`config.mk`:
```
export PLATFORM = sky130hd
export DESIGN_NAME = norm_check_unit
export DESIGN_NICKNAME = d
export VERILOG_FILES = /design/src/verilog/norm_check_defines_pkg.sv /design/src/verilog/ntt_defines_pkg.sv /design/src/verilog/norm_check_unit.sv
export VERILOG_INCLUDE_DIRS = /design/src /design/src/include
export SDC_FILE = /design/constraint.sdc
export NUM_CORES = 1
export LEC_CHECK = 0
export ABC_AREA = 1
export BUFFER_PORTS_ARGS = -buffer_cell sky130_fd_sc_hd__buf_2
export CAP_MARGIN = 20
export CORE_MARGIN = 1.5
export CORE_UTILIZATION = 45
export CTS_CLUSTER_DIAMETER = 150
export DETAILED_ROUTE_END_ITERATION = 12
export HOLD_SLACK_MARGIN = 0.05
export PLACE_DENSITY = 0.71
export SLEW_MARGIN = 20
export SYNTH_ARGS = -nofsm -noshare
export SYNTH_HDL_FRONTEND = slang
export SYNTH_SLANG_ARGS = --single-unit
export TNS_END_PERCENT = 1
```
`constraint.sdc`:
```
create_clock -name clk -period 0.8 [get_ports clk]
set_input_delay 0 -clock clk [delete_from_list [all_inputs] [get_ports clk]]
set_output_delay 0 -clock clk [all_outputs]
set_load 0.01 [all_outputs]
```
`src/include/norm_check_defines.svh`:
```
//--------------------------------------------------------------------------
// Sizes, widths, modulus and norm bounds for the coefficient-bound check.
// Included by the packages, the RTL and the testbench.
//--------------------------------------------------------------------------
`ifndef NORM_CHECK_DEFINES_SVH
`define NORM_CHECK_DEFINES_SVH

// Polynomial and vector sizes, scaled down for simulation
`define NC_N                32
`define NC_L                4
`define NC_K                6

// Coefficient and memory word layout
`define NC_COEFF_W          24
`define NC_COEFFS_PER_WORD  4
`define NC_LANES            8
`define NC_MEM_ADDR_W       8

// Modulus q
`define NC_Q                8380417

// Rounding and rejection parameters
`define NC_GAMMA1           524288
`define NC_GAMMA2           261888
`define NC_BETA             120

// Bounds per mode, a coefficient at or above its bound is invalid
`define NC_Z_BOUND          (`NC_GAMMA1 - `NC_BETA)
`define NC_R0_BOUND         (`NC_GAMMA2 - `NC_BETA)
`define NC_CT0_BOUND        4096

`endif

```
`src/verilog/norm_check_defines_pkg.sv`:
```
//--------------------------------------------------------------------------
// Check-side types for the norm check controller, datapath and top level.
//--------------------------------------------------------------------------
`include "norm_check_defines.svh"

package norm_check_defines_pkg;

    // One polynomial coefficient in [0, q)
    typedef logic [`NC_COEFF_W-1:0] coeff_t;

    // Bound selection, also picks the vector length
    // z uses L polynomials, r0 and ct0 use K polynomials
    typedef enum logic [1:0] {
        z_bound   = 2'b00,
        r0_bound  = 2'b01,
        ct0_bound = 2'b10
    } chk_norm_mode_t;

    // Read sequencer states
    typedef enum logic {
        CHK_IDLE   = 1'b0,
        CHK_RD_MEM = 1'b1
    } chk_read_state_e;

endpackage

```
`src/verilog/ntt_defines_pkg.sv`:
```
//--------------------------------------------------------------------------
// Memory-side types shared by the coefficient memory and its users.
//--------------------------------------------------------------------------
`include "norm_check_defines.svh"

package ntt_defines_pkg;

    // Word address into the coefficient memory
    typedef logic [`NC_MEM_ADDR_W-1:0] mem_addr_t;

    // One memory word, four coefficients with lane 0 in the low bits
    typedef logic [`NC_COEFF_W*`NC_COEFFS_PER_WORD-1:0] mem_data_t;

    // Command carried with each memory request
    typedef enum logic [1:0] {
        RW_IDLE  = 2'b00,
        RW_READ  = 2'b01,
        RW_WRITE = 2'b10
    } rw_cmd_e;

    // Memory request, command plus word address
    typedef struct packed {
        rw_cmd_e   rd_wr_en;
        mem_addr_t addr;
    } mem_if_t;

endpackage
```
`src/verilog/norm_check_unit.sv`:
```
//--------------------------------------------------------------------------
// Eight-lane norm comparator. Centres each coefficient modulo q, compares
// its magnitude with the mode bound and keeps a sticky invalid flag.
//--------------------------------------------------------------------------
`timescale 1ns/1ps
`include "norm_check_defines.svh"

module norm_check_unit
    import ntt_defines_pkg::*;
    import norm_check_defines_pkg::*;
(
    input  logic           clk,
    input  logic           reset_n,
    input  logic           zeroize,
    input  logic           clear,
    input  logic           check_enable,
    input  chk_norm_mode_t mode,
    input  mem_data_t      rd_data_a,
    input  mem_data_t      rd_data_b,
    output logic           check_active,
    output logic           invalid
);

    coeff_t lane [`NC_LANES];
    coeff_t mag  [`NC_LANES];
    coeff_t bound;
    logic [`NC_LANES-1:0] lane_fail;

    // Enable delayed by the memory read latency
    always_ff @(posedge clk or negedge reset_n) begin
        if (!reset_n)
            check_active <= 1'b0;
        else if (zeroize)
            check_active <= 1'b0;
        else
            check_active <= check_enable;
    end

    // Bound for the active mode
    always_comb begin
        case (mode)
            z_bound:   bound = coeff_t'(`NC_Z_BOUND);
            r0_bound:  bound = coeff_t'(`NC_R0_BOUND);
            ct0_bound: bound = coeff_t'(`NC_CT0_BOUND);
            default:   bound = coeff_t'(`NC_CT0_BOUND);
        endcase
    end

    always_comb begin
        for (int i = 0; i < `NC_COEFFS_PER_WORD; i++) begin
            // Port A fills lanes 0 to 3 and port B lanes 4 to 7
            lane[i] = rd_data_a[i*`NC_COEFF_W +: `NC_COEFF_W];
            lane[i+`NC_COEFFS_PER_WORD] = rd_data_b[i*`NC_COEFF_W +: `NC_COEFF_W];
        end
        for (int i = 0; i < `NC_LANES; i++) begin
            // Upper half of [0, q) stands for negative values
            if (lane[i] <= coeff_t'((`NC_Q - 1) / 2))
                mag[i] = lane[i];
            else
                mag[i] = coeff_t'(`NC_Q) - lane[i];
            lane_fail[i] = (mag[i] >= bound);
        end
    end

    // Sticky flag, cleared at the start of every check
    always_ff @(posedge clk or negedge reset_n) begin
        if (!reset_n)
            invalid <= 1'b0;
        else if (zeroize || clear)
            invalid <= 1'b0;
        else if (check_active && (|lane_fail))
            invalid <= 1'b1;
    end

endmodule

```
== Word level (Yosys, flattened, before mapping) ==
Index checks and enable logic that the tools add are counted.

* Add/subtract/negate cells: 8
* Order comparisons: 16
* Eq/ne operators: 1
* Mux-type cells: 12
* Reduce and logical (&&, ||, !) cells: 5

{| class="wikitable"
|+ Operators by type and width
! kind !! count
|-
| $ge A24 B24 Y1 || 8
|-
| $le A24 B22 Y1 const B || 8
|-
| $mux W24 || 8
|-
| $sub A23 B24 Y24 const A || 8
|-
| $pmux W19 S2 || 1
|-
| $reduce_or A8 Y1 || 1
|-
| $mux W1 || 3
|-
| $eq A2 B1 Y1 const B || 1
|-
| $logic_not A2 Y1 || 1
|-
| $reduce_bool A2 Y1 || 1
|-
| $logic_and A1 B1 Y1 || 1
|-
| $logic_or A1 B1 Y1 || 1
|}

* Bits in registers: 2
* Input port bits: 199
* Output and inout bits: 2

== Logic depth before layout (Yosys ltp) ==
* Word-level depth: 7
* Mapped depth: 24
* Mapped depth without buffers: 23

== Worst setup path before layout ==
No wires, ideal clock.

* Kind: input port to flip-flop
* From: input mode[1]
* To: register invalid
* Arrival: 3.175 ns
* Required time: 0.682 ns
* Setup slack: -2.493 ns
* Stages on the path: 14
* Path buffers: 1
* Path through: clkbuf_1 ha_1 nand2_1 inv_1 a221oi_1 nand2_1 nand3_1 nand2_1 nor2_1 nand3_1 nor2_1 nand2_1 nand2_1 a21oi_2

* Cells in the longest elaborated chain, start to end: 6

{| class="wikitable"
|+ Ends and longest elaborated chain
! element !! line !! RTL
|-
| from (decl) || norm_check_unit.sv:17 || <nowiki>input chk_norm_mode_t mode,</nowiki>
|-
| $eq A2 B1 Y1 or $logic_not A2 Y1 (tied branches) || norm_check_unit.sv:41 || <nowiki>case (mode)</nowiki>
|-
| $pmux W19 S2 * || norm_check_unit.sv:41 ||
|-
| $ge A24 B24 Y1 || norm_check_unit.sv:61 || <nowiki>lane_fail[i] = (mag[i] >= bound);</nowiki>
|-
| $reduce_or A8 Y1 * || norm_check_unit.sv:71 || <nowiki>else if (check_active && (|lane_fail))</nowiki>
|-
| $logic_and A1 B1 Y1 * || norm_check_unit.sv:71 ||
|-
| $reduce_bool A2 Y1 (no line) * || - ||
|-
| to (signal assigned) || norm_check_unit.sv:68 || <nowiki>invalid <= 1'b0;</nowiki>
|-
| to (signal assigned) || norm_check_unit.sv:70 || <nowiki>invalid <= 1'b0;</nowiki>
|-
| to (signal assigned) || norm_check_unit.sv:72 || <nowiki>invalid <= 1'b1;</nowiki>
|-
| to (decl) || norm_check_unit.sv:21 || <nowiki>output logic invalid</nowiki>
|}

Every way passes the cells marked *; elsewhere a longest branch is shown, timed or not.
A chain may end at the register's enable or synchronous reset.

== Worst setup path in the final report ==
* From: input rd_data_b[38]
* To: register invalid

* Cells in the longest elaborated chain, start to end: 6

{| class="wikitable"
|+ Ends and longest elaborated chain
! element !! line !! RTL
|-
| from (decl) || norm_check_unit.sv:19 || <nowiki>input mem_data_t rd_data_b,</nowiki>
|-
| $sub A23 B24 Y24 or $le A24 B22 Y1 (tied branches) || norm_check_unit.sv:60, norm_check_unit.sv:57 ||
|-
| $mux W24 * || norm_check_unit.sv:57 || <nowiki>if (lane[i] <= coeff_t'((`NC_Q - 1) / 2))</nowiki>
|-
| $ge A24 B24 Y1 * || norm_check_unit.sv:61 ||
|-
| $reduce_or A8 Y1 * || norm_check_unit.sv:71 ||
|-
| $logic_and A1 B1 Y1 * || norm_check_unit.sv:71 ||
|-
| $reduce_bool A2 Y1 (no line) * || - ||
|}

Marked as above.

==> flow_summary_export.csv <==
group,metric,value,unit
run,cap_violations,0,
global_route,first_global_vias,12000,
power_and_ir_drop,power_density,568,nW/um^2
power_and_ir_drop,peakVddDrop,0.316,mV
clock_network,cts_num_sinks,2,
worst_setup_path,r2r-end,"invalid",
layout,n_fill_cell,1419,
global_route,antenna_found_initial,4,
worst_setup_path,crit_type,"input port to register",
clock_network,htree_levels,1,
synthesis,syn_area,8620,um^2
power_and_ir_drop,switchingPower,3.94,mW
routing,drt_pass1_iterations,5,
routing,wl,34.1,mm
worst_setup_path,start_kind,"input port",
clock_network,insertion_delay,230,ps
routing,detailroute.via_count,13200,
place,hpwl,27.2,mm
power_and_ir_drop,p_seq_share,1.4,%
global_route,grt_max_degree,35,
place,io_buffer_count,200,
routing,postRouteAntennaNets,0,
power_and_ir_drop,power.total,8.21,mW
min_path,hold_class,"input port to register",
sta,slew_viol_final,0,
synthesis,yosysMostFrequentCell,"nand2_1",
layout,syn2layout_area_growth,67.4,%
outcome,failed_checks,"setup timing",
routing,drtIter0Drc,767,
place,place.gp.congestion,0.952,
layout,drive_gt1_share,39.7,%
min_path,hold_start,"clear",
power_and_ir_drop,swShare,48.0,%
synthesis,synth_edf_count,0,
synthesis,netlist_top_cells_count,"458 x nand2_1, 266 x nor2_1, 236 x inv_1, 164 x nand3_1, 104 x ha_1",
clock_network,cts.path.max_buffers,2,
synthesis,synth_area_leaders,"nand2_1 20%, ha_1 15%, nor2_1 12%, inv_1 10%, nand3_1 9.5%",
floorplanning,fp-row-count,50,
worst_setup_path,ff2ff_setup_slack,120,ps
worst_setup_path,worst-path-buf-inv,4,
synthesis,synth_ff_type,"dfrtp_1",
sta,setup_viol,1,
sta,relSlewSlack,74.2,%
sta,final.setup.tns,-1620,ps
place,dp.cells,2491,
worst_setup_path,crit_path_max_incr_delay,280,ps
routing,via_per_inst,5.18,
routing,post_drt_wl_per_cell,13.4,um
sta,rsz0062_at_grt,"yes",
power_and_ir_drop,power_frac_comb,89.2,%
synthesis,syn-num-nets,1945,
layout,final_core_util,76.9,%
clock_network,cts_tree,"built",
worst_setup_path,arrival,2530,ps
worst_setup_path,cpMostUsedCell,"nand2_1",
synthesis,syn_area_per_cell,5.25,um^2
worst_setup_path,slowest_stage,"or2_2",
sta,hold_violations,0,
clock_network,numCtsBuffers,3,
synthesis,yosysTopAreaCell,"nand2_1",
global_route,grt_use_total,31.0,%
sta,period_share,302,%
clock_network,root_buffer,"clkbuf_16",
worst_setup_path,crit_chain,"buf_2 -> buf_4 -> nand2_1 -> inv_2 -> nand2_1 -> nor2_2 -> nand3_2 -> nand2_4 -> buf_6 -> or2_2 -> xor2_1 -> ha_1 -> nand2_1 -> nand3b_1 -> nand3_1 -> nand2_1 -> nand2_1 -> nand2_1 -> nand3_2 -> nor2_1 -> nand2_1 -> nand2_1 -> a21oi_2",
clock_network,cts.clk_slew.worst_paths,30,ps
synthesis,async_reset_ff_share,100,%
layout,fin_nets,2604,
worst_setup_path,crit_path_start,"rd_data_b[38]",
synthesis,ys_types,45,
floorplanning,dieArea,20000,um^2
layout,register_area,50.0,um^2
synthesis,yosys_register_bits,2,
worst_setup_path,worst-path-stages,23,
sta,fmax,413,MHz
worst_setup_path,r2r_start,"check_active",
outcome,status,"complete, but fails checks",
floorplanning,start_util,46.0,%
sta,layout_setup_ws,-1620,ps
global_route,grt_overflow_total,0,
routing,route.detailed.drc,0,
synthesis,yosysSeqAreaShare,0.580,%
layout,multi_input_area,8440,um^2
floorplanning,die_w,141,um
power_and_ir_drop,power.leakage,8.06,nW
floorplanning,dieHeight,141,um
layout,fin_cells,2537,
global_route,grt_pass1_wl,52.6,mm
sta,min_period,2420,ps
floorplanning,core_area,18800,um^2
worst_setup_path,r2r_cells,2,
synthesis,synth_top_area_share,19.9,%
sta,clock_skew,3.43,ps
synthesis,syn_inst,1642,
sta,tightestPinTransition,383,ps
worst_setup_path,endpoint,"invalid",
worst_setup_path,crit_family,"simple AND/OR/NAND/NOR gates",
worst_setup_path,required,910,ps
synthesis,ys_warn_count,0,
worst_setup_path,end_kind,"register",
power_and_ir_drop,p_int,4.26,mW
worst_setup_path,cp_max_fo,6,
power_and_ir_drop,pwr-share-clk,9.5,%
floorplanning,pin_count,201,
stage by stage:
| stage | area [um^2] | setup WS [ps] | hold slack [ps] |
|---|---|---|---|
| 2_1_floorplan | 8900 | -1510 | -296 |
| 3_3_place_gp | 13300 | -1920 | -198 |
| 3_5_place_dp | 13300 | -1960 | -197 |
| 4_1_cts | 13700 | -1490 | 47.9 |
| 5_1_grt | 14400 | -1810 | 67.6 |
| 6_report | 14400 | -1620 | 53.5 |
cell type report:
type / instances / share of cell area [%]
flip-flops and latches: 2 / 0.347
diodes: 4 / 0.0693
well taps: 234 / 2.03
multi-input cells: 1380 / 58.5
clock buffers: 3 / 0.520
repair buffers: 669 / 32.1
inverters: 245 / 6.46
power by group through the flow:
stage / combinational [mW] / sequential [mW] / clock (mW)
after floorplan: 3.35 / 0.112 / 0
after global placement: 6.23 / 0.112 / 0
after detailed placement: 6.47 / 0.112 / 0
after CTS: 6.71 / 0.111 / 0.767
after global routing: 8.09 / 0.111 / 0.785
final: 7.32 / 0.111 / 0.778
worst reg2reg max path, cell delays in order, from the launching register on:
cell     delay [ps]
dfrtp_1         410
nand2_1         100
a21oi_2          50
layout by cell type, fill, tap and decap left out, drive strengths merged, types with 4 or more instances in the layout:
cell type	instances
a21oi	70
a221oi	6
a31oi	5
and2	11
buf	666
diode	4
ha	104
inv	245
nand2	475
nand3	174
nand3b	10
nand4	55
nor2	289
nor3	15
o21ai	25
o31ai	6
or2	12
xnor2	24
xor2	83
cell families after synthesis:
kind of cell             Yosys count  share of synthesized area [%]
XOR/XNOR                         107                           10.9
adder cells (fa/ha/maj)          104                           15.1
AO/OA/AOI/OAI                    123                           8.11
flip-flops                         2                          0.580
buffers and inverters            263                           12.1
AND/OR/NAND/NOR                 1043                           53.3
what timing repair did:
action | 4_1_cts | 5_1_grt
pin swaps | 45 | 102
buffers inserted | 8 | 25
hold endpoints to repair | 4 | 0
resized for setup | 57 | 139
endpoints found under the setup margin | 1 | 1
gates cloned | 2 | 1
hold buffers | 3 | 0
worst min-delay path by stage:
stage          cells past startpoint  slack (ps)            to
6_report                           3          50       invalid
5_1_grt                            3          70       invalid
4_1_cts                            3          50       invalid
3_5_place_dp                       1        -200  check_active
3_3_place_gp                       1        -200  check_active
2_1_floorplan                      0        -300  check_active
sequential cells by signal (all words and copies together), names as in the netlist:
register and count:
check_active 1, invalid 1
layer usage:
layer  vias to the layer above  wire [um]  GRT usage (%)  share of wire (%)
li1                       6612          -              -                  -
met1                      5943      14500           39.2                 42
met2                       511      16700           56.6                 49
met3                        87       2070           2.63                6.1
met4                         0        895           7.98                2.6
met5                         -          0              0                  0
Note: power is estimated with default switching activity, not from simulation.
