--- src/include/norm_check_defines.svh ---
//--------------------------------------------------------------------------
// Sizes, widths, modulus and norm bounds for the coefficient-bound check.
// Included by the packages, the RTL and the testbench.
//--------------------------------------------------------------------------
`ifndef NORM_CHECK_DEFINES_SVH
`define NORM_CHECK_DEFINES_SVH

// Polynomial and vector sizes, scaled down for simulation
`define NC_N                32
`define NC_L                4
`define NC_K                6

// Coefficient and memory word layout
`define NC_COEFF_W          24
`define NC_COEFFS_PER_WORD  4
`define NC_LANES            8
`define NC_MEM_ADDR_W       8

// Modulus q
`define NC_Q                8380417

// Rounding and rejection parameters
`define NC_GAMMA1           524288
`define NC_GAMMA2           261888
`define NC_BETA             120

// Bounds per mode, a coefficient at or above its bound is invalid
`define NC_Z_BOUND          (`NC_GAMMA1 - `NC_BETA)
`define NC_R0_BOUND         (`NC_GAMMA2 - `NC_BETA)
`define NC_CT0_BOUND        4096

`endif

--- src/verilog/norm_check_defines_pkg.sv ---
//--------------------------------------------------------------------------
// Check-side types for the norm check controller, datapath and top level.
//--------------------------------------------------------------------------
`include "norm_check_defines.svh"

package norm_check_defines_pkg;

    // One polynomial coefficient in [0, q)
    typedef logic [`NC_COEFF_W-1:0] coeff_t;

    // Bound selection, also picks the vector length
    // z uses L polynomials, r0 and ct0 use K polynomials
    typedef enum logic [1:0] {
        z_bound   = 2'b00,
        r0_bound  = 2'b01,
        ct0_bound = 2'b10
    } chk_norm_mode_t;

    // Read sequencer states
    typedef enum logic {
        CHK_IDLE   = 1'b0,
        CHK_RD_MEM = 1'b1
    } chk_read_state_e;

endpackage

--- src/verilog/ntt_defines_pkg.sv ---
//--------------------------------------------------------------------------
// Memory-side types shared by the coefficient memory and its users.
//--------------------------------------------------------------------------
`include "norm_check_defines.svh"

package ntt_defines_pkg;

    // Word address into the coefficient memory
    typedef logic [`NC_MEM_ADDR_W-1:0] mem_addr_t;

    // One memory word, four coefficients with lane 0 in the low bits
    typedef logic [`NC_COEFF_W*`NC_COEFFS_PER_WORD-1:0] mem_data_t;

    // Command carried with each memory request
    typedef enum logic [1:0] {
        RW_IDLE  = 2'b00,
        RW_READ  = 2'b01,
        RW_WRITE = 2'b10
    } rw_cmd_e;

    // Memory request, command plus word address
    typedef struct packed {
        rw_cmd_e   rd_wr_en;
        mem_addr_t addr;
    } mem_if_t;

endpackage
--- src/verilog/norm_check_ctrl.sv ---
//--------------------------------------------------------------------------
// Read sequencer for the norm check. One enable walks every polynomial of
// the selected vector, reading an even and an odd word each cycle.
//--------------------------------------------------------------------------
`timescale 1ns/1ps
`include "norm_check_defines.svh"

module norm_check_ctrl
    import ntt_defines_pkg::*;
    import norm_check_defines_pkg::*;
(
    input  logic           clk,
    input  logic           reset_n,
    input  logic           zeroize,
    input  logic           norm_check_enable,
    input  chk_norm_mode_t mode,
    input  mem_addr_t      mem_base_addr,
    output mem_if_t        mem_a_rd_req,
    output mem_if_t        mem_b_rd_req,
    output logic           check_enable,
    output logic           norm_check_done
);

    chk_read_state_e state_ps;
    chk_read_state_e state_ns;

    // Index of the word pair being read
    mem_addr_t pair_idx;
    // Final word of the vector, read on port B
    mem_addr_t last_addr;
    logic [7:0] num_poly;

    logic incr_pair;
    logic last_pair_addr;

    // Pair counter, wraps to zero after the final pair
    always_ff @(posedge clk or negedge reset_n) begin
        if (!reset_n)
            pair_idx <= '0;
        else if (zeroize)
            pair_idx <= '0;
        else if (incr_pair)
            pair_idx <= last_pair_addr ? '0 : pair_idx + mem_addr_t'(1);
    end

    // Even word on A, the following odd word on B
    always_comb begin
        mem_a_rd_req.addr = (pair_idx << 1) + mem_base_addr;
        mem_b_rd_req.addr = (pair_idx << 1) + mem_base_addr + mem_addr_t'(1);

        // Both ports read in every walk cycle
        mem_a_rd_req.rd_wr_en = (state_ps == CHK_RD_MEM) ? RW_READ : RW_IDLE;
        mem_b_rd_req.rd_wr_en = (state_ps == CHK_RD_MEM) ? RW_READ : RW_IDLE;
    end

    // Vector length follows the mode
    always_comb begin
        case (mode)
            z_bound:   num_poly = 8'(`NC_L);
            r0_bound:  num_poly = 8'(`NC_K);
            ct0_bound: num_poly = 8'(`NC_K);
            default:   num_poly = 8'(`NC_L);
        endcase
    end

    // Four coefficients per word
    always_comb begin
        last_addr = mem_base_addr + mem_addr_t'(num_poly * (`NC_N / `NC_COEFFS_PER_WORD))
                    - mem_addr_t'(1);
        last_pair_addr = (mem_b_rd_req.addr == last_addr);
    end

    always_ff @(posedge clk or negedge reset_n) begin
        if (!reset_n)
            state_ps <= CHK_IDLE;
        else if (zeroize)
            state_ps <= CHK_IDLE;
        else
            state_ps <= state_ns;
    end

    always_comb begin
        state_ns  = state_ps;
        incr_pair = 1'b0;
        case (state_ps)
            CHK_IDLE: begin
                // Enable seen here, first read on the next cycle
                state_ns = norm_check_enable ? CHK_RD_MEM : CHK_IDLE;
            end
            CHK_RD_MEM: begin
                incr_pair = 1'b1;
                state_ns  = last_pair_addr ? CHK_IDLE : CHK_RD_MEM;
            end
            default: begin
                state_ns = CHK_IDLE;
            end
        endcase
    end

    // Datapath qualifier and idle status
    always_comb begin
        check_enable    = (state_ps == CHK_RD_MEM);
        norm_check_done = (state_ps == CHK_IDLE);
    end

endmodule

--- config.mk ---
export PLATFORM = sky130hd
export DESIGN_NAME = norm_check_ctrl
export DESIGN_NICKNAME = d
export VERILOG_FILES = /design/src/verilog/norm_check_defines_pkg.sv /design/src/verilog/ntt_defines_pkg.sv /design/src/verilog/norm_check_ctrl.sv
export VERILOG_INCLUDE_DIRS = /design/src /design/src/include
export SDC_FILE = /design/constraint.sdc
export NUM_CORES = 1
export LEC_CHECK = 0
export BUFFER_PORTS_ARGS = -buffer_cell sky130_fd_sc_hd__buf_4
export CELL_PAD_IN_SITES_DETAIL_PLACEMENT = 1
export CELL_PAD_IN_SITES_GLOBAL_PLACEMENT = 2
export CORE_MARGIN = 2
export CORE_UTILIZATION = 30
export CTS_CLUSTER_DIAMETER = 200
export DETAILED_ROUTE_END_ITERATION = 12
export GPL_ROUTABILITY_DRIVEN = 1
export PLACE_DENSITY_LB_ADDON = 0.1
export RECOVER_POWER = 100
export SLEW_MARGIN = 20
export SYNTH_ARGS = -nofsm -noshare
export SYNTH_HDL_FRONTEND = slang
export SYNTH_SLANG_ARGS = --single-unit
--- constraint.sdc ---
create_clock -name clk -period 3.6 [get_ports clk]
set_input_delay 0.72 -clock clk [delete_from_list [all_inputs] [get_ports clk]]
set_output_delay 0.72 -clock clk [all_outputs]
set_load 0.01 [all_outputs]
* Yosys cells after proc, flatten, opt, wreduce, memory -nomap -nowiden
Index checks and enable logic that the tools add are counted.
** Cells by class
- Add/subtract/negate cells :: 5
- Equal/unequal tests :: 3
- Multiplexer cells :: 10
- Bitwise operators :: 1
- Reduce and logical (&&, ||, !) cells :: 2
** Operator list (number)
- 8-bit two-way mux :: 3
- 8-bit by 1-bit adder with 8-bit output (second input constant) :: 2
- 8-bit adder :: 2
- 8-bit == test :: 1
- 8-bit by 1-bit subtractor with 8-bit output (second input constant) :: 1
- 1-bit two-way mux :: 5
- 2-bit by 1-bit == test with 1-bit output (second input constant) :: 1
- 2-bit == test (second input constant) :: 1
- 2-bit two-way mux :: 1
- 1-bit one-hot mux with 2 select lines :: 1
- 2-bit nonzero test :: 1
- 2-bit OR reduction :: 1
- 1-bit inverter :: 1
** Storage, ports and cells
- Flip-flop bits (word level) :: 9
- Input port bits :: 14
- Output and inout port bits :: 22

* Depth between registers and ports, before layout
Gate-level depths: netlist of the first run.
- Word-level depth :: 9
- Depth in mapped cells :: 11
- Depth with buffers taken out :: 11

* Worst setup path after synthesis of the first run
OpenSTA, ideal clock, no wires.
- Path type :: input port to flip-flop
- Start :: input mem_base_addr[1]
- End :: register pair_idx[3]
- Library setup time :: 0.148 ns
- Arrival time :: 3.104 ns
- Required time :: 3.452 ns
- Slack :: 0.348 ns
- Stages on the path :: 9
- Path buffers :: 0
- Cell sequence :: ha_1 -> fa_1 -> a211oi_2 -> o21bai_1 -> a21oi_1 -> xnor2_1 -> xnor3_1 -> nor3_2 -> a2111oi_1
** RTL lines
- start, declared :: line norm_check_ctrl.sv:17 : input mem_addr_t mem_base_addr,
- end signal, assigned :: line norm_check_ctrl.sv:43 : pair_idx <= last_pair_addr ? '0 : pair_idx + mem_addr_t'(1);
- end, declared :: line norm_check_ctrl.sv:28 : mem_addr_t pair_idx;

==> impl_metrics.py, run 1 <==
metrics = {
    "clocking": {
        "cts_buffers": 3,
        "cts.htree.levels": 1,
        "path_clk_slew_ps": 40,
        "clock-sinks": 8,
        "cts_max_path_buffers": 2,
        "clockRootBuffer": "clkbuf_8",
        "postCtsHoldBufs": 0,
        "cts_tree": "done",
        "worstSkewPairLatency_ps": 230,
    },
    "power": {
        "leakage_uw": 0.000709,
        "vdd_drop_max_mv": 0.0809,
        "power.density_nw_per_um2": 267,
        "design_power_total_uw": 429,
    },
    "min_path": {
        "min_path_type": "in2async",
    },
    "final_layout": {
        "fillers": 552,
        "diodes": 0,
        "area_growth_pct": 21.7,
        "multi_input_area_um2": 1030,
        "layout-drive-gt1-share_pct": 20.1,
        "fin_cells": 241,
        "design_area_um2": 1610,
        "final_nets": 221,
        "postLayoutCoreUtil_pct": 37.4,
        "seqCellArea_um2": 200,
    },
    "synthesis": {
        "async_flop_share_pct": 100,
        "synth_edf_count": 0,
        "synthTopCellsByArea": "dfrtp_1, ha_1, xnor2_1",
        "yosysUniqueCellTypes": 51,
        "synth_top_area_share_pct": 15.2,
        "synth_commonest_cells": "ha_1, nor2_1, inv_1",
        "syn-cell-area_um2": 1320,
        "syn_inst": 155,
        "synth-main-ff-cell": "dfrtp_1",
        "yosysWarningCount": 0,
        "avgSynthCellArea_um2": 8.51,
        "ys_ff_latch": 8,
        "seq_area_frac_synth_pct": 15.2,
        "yosysTopAreaCell": "dfrtp_1",
    },
    "timing": {
        "drv_slew": 0,
        "fin_setup_tns_ps": 0,
        "fmax_ghz": 0.290,
        "slew_headroom_pct": 56.7,
        "worst_slew_pin_slew_ps": 650,
        "period_minus_slack_ps": 3450,
        "rsz0062_at_grt": "false",
        "post-route-period-util_pct": 95.9,
        "hold_viol_final": 0,
        "setup_viol": 0,
        "fin_skew_ps": 2.60,
    },
    "global_route": {
        "grt_max_degree": 24,
        "antenna_found_initial": 0,
        "grt_pass1_vias": 1295,
        "grt_remaining_overflow": 0,
        "grt_usage_pct": 15.6,
        "grt_pass1_wl_mm": 6.29,
    },
    "placement": {
        "dp.cells": 238,
        "post_dp_cell_area_um2": 1620,
        "place_hpwl_mm": 3.20,
        "io_buffers": 33,
        "gp_congestion": 0.767,
    },
    "drt": {
        "finalWirelength_mm": 3.78,
        "wl_per_cell_um": 15.7,
        "ant_nets": 0,
        "viasPerCell": 5.32,
        "drtIter0Drc": 47,
        "drc_errors": 0,
        "num_vias": 1282,
        "dr.pass1.iters": 4,
    },
    "floorplanning": {
        "die_h_um": 70.3,
        "initial_utilization_pct": 30.7,
        "core_area_um2": 4290,
        "die_area_um2": 4940,
        "die_w_um": 70.3,
        "num_io_pins": 36,
        "rows": 24,
    },
    "setup_path": {
        "cp-start-kind": "primary input",
        "reg2reg_depth": 11,
        "reg2reg_setup_slack_ps": 450,
        "critPathKind": "in2out",
        "crit_fanout": 4,
        "reg2reg_from": "pair_idx[0]$_DFFE_PN0P_",
        "critical_path_required_ps": 2880,
        "end_kind": "output pin",
        "crit_path_start": "mem_base_addr[1]",
        "cp.arrival_ps": 2730,
        "r2r_end": "pair_idx[2]$_DFFE_PN0P_",
    },
    "run": {
        "cap_violations": 0,
    },
    "outcome": {
        "status": "completed",
    },
}
[critical path, stage by stage]
cell and delay, ps:
buf_4 120, ha_1 240, fa_1 440, xnor2_1 390, inv_2 110, o211ai_1 180
nor2_1 70, nand3_1 150, xnor2_1 140, clkbuf_4 170
[power by group]
group	switching [µW]	leakage, µW	internal (µW)
Combinational	127	0.000578	93.5
Clock	34.8	0.0000216	72.4
Sequential	7.93	0.000109	92.8
[registers in the layout, indices dropped and copies added, names as in the netlist]
| name | flops |
|---|---|
| check_enable | 1 |
| pair_idx | 7 |
[layout by cell type (no fill, tap or decap), types with 2 or more instances in the layout]
cell / netlist / layout
nand2b_1: 2 / 2
o21bai_1: 2 / 2
and3_1: 6 / 6
clkbuf_1: 1 / 15
o311ai_0: 0 / 2
dfrtp_1: 8 / 8
o21ai_0: 6 / 6
a21oi_2: 1 / 2
clkbuf_8: 0 / 3
nand3_1: 7 / 7
nand2_1: 7 / 7
conb_1: 1 / 2
a211o_1: 2 / 2
a211oi_2: 2 / 2
nor2b_1: 2 / 2
inv_1: 12 / 12
buf_4: 5 / 20
fa_1: 2 / 2
xor2_1: 5 / 5
nand4_1: 4 / 4
xnor2_1: 9 / 8
o211ai_1: 3 / 3
a2111oi_1: 4 / 2
o2111ai_1: 2 / 2
xor2_2: 2 / 2
ha_1: 14 / 14
a2111oi_0: 0 / 3
a21oi_1: 6 / 5
nor2_1: 14 / 14
[cell type report]
class | instances | area share, %
clock buffers | 3 | 2.57
inverters | 13 | 3.04
flip-flops and latches | 8 | 12.5
multi-input cells | 128 | 64.2
repair buffers | 37 | 13.6
well taps | 52 | 4.05
[worst max path at each step]
stage,end,slack [ps],cells after the start
detailed placement,pair_idx[4]$_DFFE_PN0P_,50,12
floorplan,pair_idx[3]$_DFFE_PN0P_,350,9
global route,mem_b_rd_req[7],20,10
finish,mem_b_rd_req[7],150,10
CTS,mem_b_rd_req[7],120,10
global placement,pair_idx[3]$_DFFE_PN0P_,100,12
[cell families (layout without fill, tap and decap cells)]
logic type | after synthesis | count (layout) | share of synthesized area (%)
AND/OR/NAND/NOR | 51 | 51 | 21.4
other | 1 | 2 | 0.284
flip-flops | 8 | 8 | 15.2
AO/OA/AOI/OAI | 42 | 42 | 26.2
adder cells (fa/ha/maj) | 16 | 16 | 16.3
buffers and inverters | 20 | 53 | 7.11
XOR/XNOR | 17 | 17 | 13.5
[repair_timing]
action                                  4_1_cts  5_1_grt
resized for setup                             0        2
endpoints found under the setup margin        0        1
setup buffers                                 0        0
[metal layers]
metal  global-route usage [%]  vias to the layer above  wire [µm]
met5                        0                        -          0
met4                     2.35                        0         51
met3                     4.04                        6        171
met2                     24.6                       25       1720
met1                     21.8                      615       1840
li1                         -                      636          -
[through the flow]
step           hold WS [ps]  setup slack, ps
2_1_floorplan           424              348
3_3_place_gp            543             96.7
3_5_place_dp            546             49.7
4_1_cts                 307              123
5_1_grt                 445             20.8
6_report                418              148
Note: power is estimated with default switching activity, not from simulation.
==> inputs of run 2 (changes only) <==
SETUP_SLACK_MARGIN = 0.2   (was default)
SLEW_MARGIN = 15   (was 20)
==> impl_metrics.py, run 2 (synthesis results as in run 1) <==
metrics = {
    "outcome": {
        "status": "completed",
    },
    "global_route": {
        "grt_max_degree": 24,
        "antenna_found_initial": 0,
        "grt_pass1_vias": 1287,
        "grt_usage_pct": 15.5,
        "grt_pass1_wl_mm": 6.25,
        "grt_remaining_overflow": 0,
    },
    "clocking": {
        "cts_max_path_buffers": 2,
        "worstSkewPairLatency_ps": 230,
        "cts_tree": "done",
        "clockRootBuffer": "clkbuf_8",
        "path_clk_slew_ps": 40,
        "cts.htree.levels": 1,
        "clock-sinks": 8,
        "cts_buffers": 3,
        "postCtsHoldBufs": 0,
        "cts_setup_buffers": 0,
    },
    "placement": {
        "place_hpwl_mm": 3.20,
        "gp_congestion": 0.767,
        "post_dp_cell_area_um2": 1620,
        "post-place-ws_ps": 49.7,
        "io_buffers": 33,
    },
    "floorplanning": {
        "core_area_um2": 4290,
        "die_h_um": 70.3,
        "die_area_um2": 4940,
        "die_w_um": 70.3,
        "initial_utilization_pct": 30.7,
        "rows": 24,
        "num_io_pins": 36,
    },
    "setup_path": {
        "critical_path_required_ps": 2880,
        "slowest_stage": "fa_2",
        "cp-start-kind": "primary input",
        "critPathMaxStageDelay_ps": 620,
        "cp.arrival_ps": 2680,
        "crit_top_cell": "buf_4",
        "crit_fanout": 3,
        "crit_path_start": "mem_base_addr[1]",
        "path_cells": "buf_4, ha_1, fa_2, and3_4, o211ai_1, nor2_1, nand3_2, xnor2_2, buf_4",
        "path_buf_inv": 2,
        "critPathKind": "in2out",
        "end_kind": "output pin",
        "path_delay_family": "adder cells",
        "reg2reg_from": "pair_idx[0]$_DFFE_PN0P_",
    },
    "power": {
        "leakage_uw": 0.000733,
        "swShare_pct": 39.4,
        "p_int_uw": 266,
        "clkPwrFrac_pct": 24.4,
        "design_power_total_uw": 439,
        "combPwrFrac_pct": 52.6,
        "vdd_drop_max_mv": 0.0811,
        "power.density_nw_per_um2": 264,
        "pwr-share-seq_pct": 23.1,
        "switching_power_uw": 173,
    },
    "drt": {
        "finalWirelength_mm": 3.85,
        "drc_errors": 0,
        "ant_nets": 0,
        "viasPerCell": 5.37,
        "drtIter0Drc": 68,
        "num_vias": 1294,
        "wl_per_cell_um": 16.0,
        "dr.pass1.iters": 4,
    },
    "timing": {
        "fmax_ghz": 0.294,
        "worst_slew_pin_slew_ps": 703,
        "drv_slew": 0,
        "slew_headroom_pct": 53.1,
        "fin_setup_tns_ps": 0,
        "fin_ws_ps": 200,
        "period_minus_slack_ps": 3400,
        "rsz0062_at_grt": "false",
        "setup_viol": 0,
        "post-route-period-util_pct": 94.5,
        "fin_skew_ps": 2.55,
        "hold_viol_final": 0,
    },
    "run": {
        "cap_violations": 0,
    },
    "final_layout": {
        "largest_register_ffs": 7,
        "final_nets": 221,
        "regMostFlops": "pair_idx",
        "design_area_um2": 1660,
        "final_cell_mix": "buf_4, nor2_1, ha_1",
        "diodes": 0,
        "area_growth_pct": 25.9,
        "layout_commonest_cell": "buf_4",
        "postLayoutCoreUtil_pct": 38.7,
        "layout-drive-gt1-share_pct": 25.4,
    },
    "min_path": {
        "min_path_type": "in2async",
    },
}
## run 2: changes by cell type in the layout (fill, tap and decap cells not counted), moves of 2 or more
cell       change
a2111oi_0      -3
a2111oi_2      +2
buf_4          +6
clkbuf_1       -4
xnor2_1        -2
xnor2_2        +2
## run 2: metal layers
metal / up-vias / GRT usage, % / part of all wire (%)
met3: 6 / 4.04 / 4.2
met4: 0 / 2.35 / 1.2
met5: - / 0 / 0
met1: 626 / 21.7 / 49
met2: 25 / 24.4 / 46
li1: 637 / - / -
## run 2: final timing paths
path,to,slack (ps),cells after the start
worst max-delay path,mem_b_rd_req[7],200,9
worst min-delay path,pair_idx[2]$_DFFE_PN0P_,420,1
worst max register to register,pair_idx[4]$_DFFE_PN0P_,480,11
worst min register to register,pair_idx[5]$_DFFE_PN0P_,630,2
max in group asynchronous,check_enable$_DFF_PN0_,2860,1
min in group clk,pair_idx[5]$_DFFE_PN0P_,630,2
## run 2: through the flow
step,hold WS (ps),cells
floorplan,424,156
global placement,543,238
detailed placement,546,238
CTS,307,241
global route,445,241
finish,420,241
## run 2: layout make-up
cell class | count | area, µm²
fillers | 539 | 2630
multi-input cells | 128 | 1070
repair buffers | 37 | 236
flip-flops and latches | 8 | 200
well taps | 52 | 65.1
inverters | 13 | 48.8
clock buffers | 3 | 41.3
## run 2: power by group through the flow
stage               Clock [µW]  Combinational (µW)  Sequential [µW]
global placement             0                 231              102
global route               117                 254              102
detailed placement           0                 238              102
CTS                        109                 241              101
floorplan                    0                 154             97.2
finish                     107                 231              101
## run 2: timing repair
action	CTS	global route
endpoints found under the setup margin	2	4
gates resized for setup	3	7
pin swaps	0	6
cloned	0	0
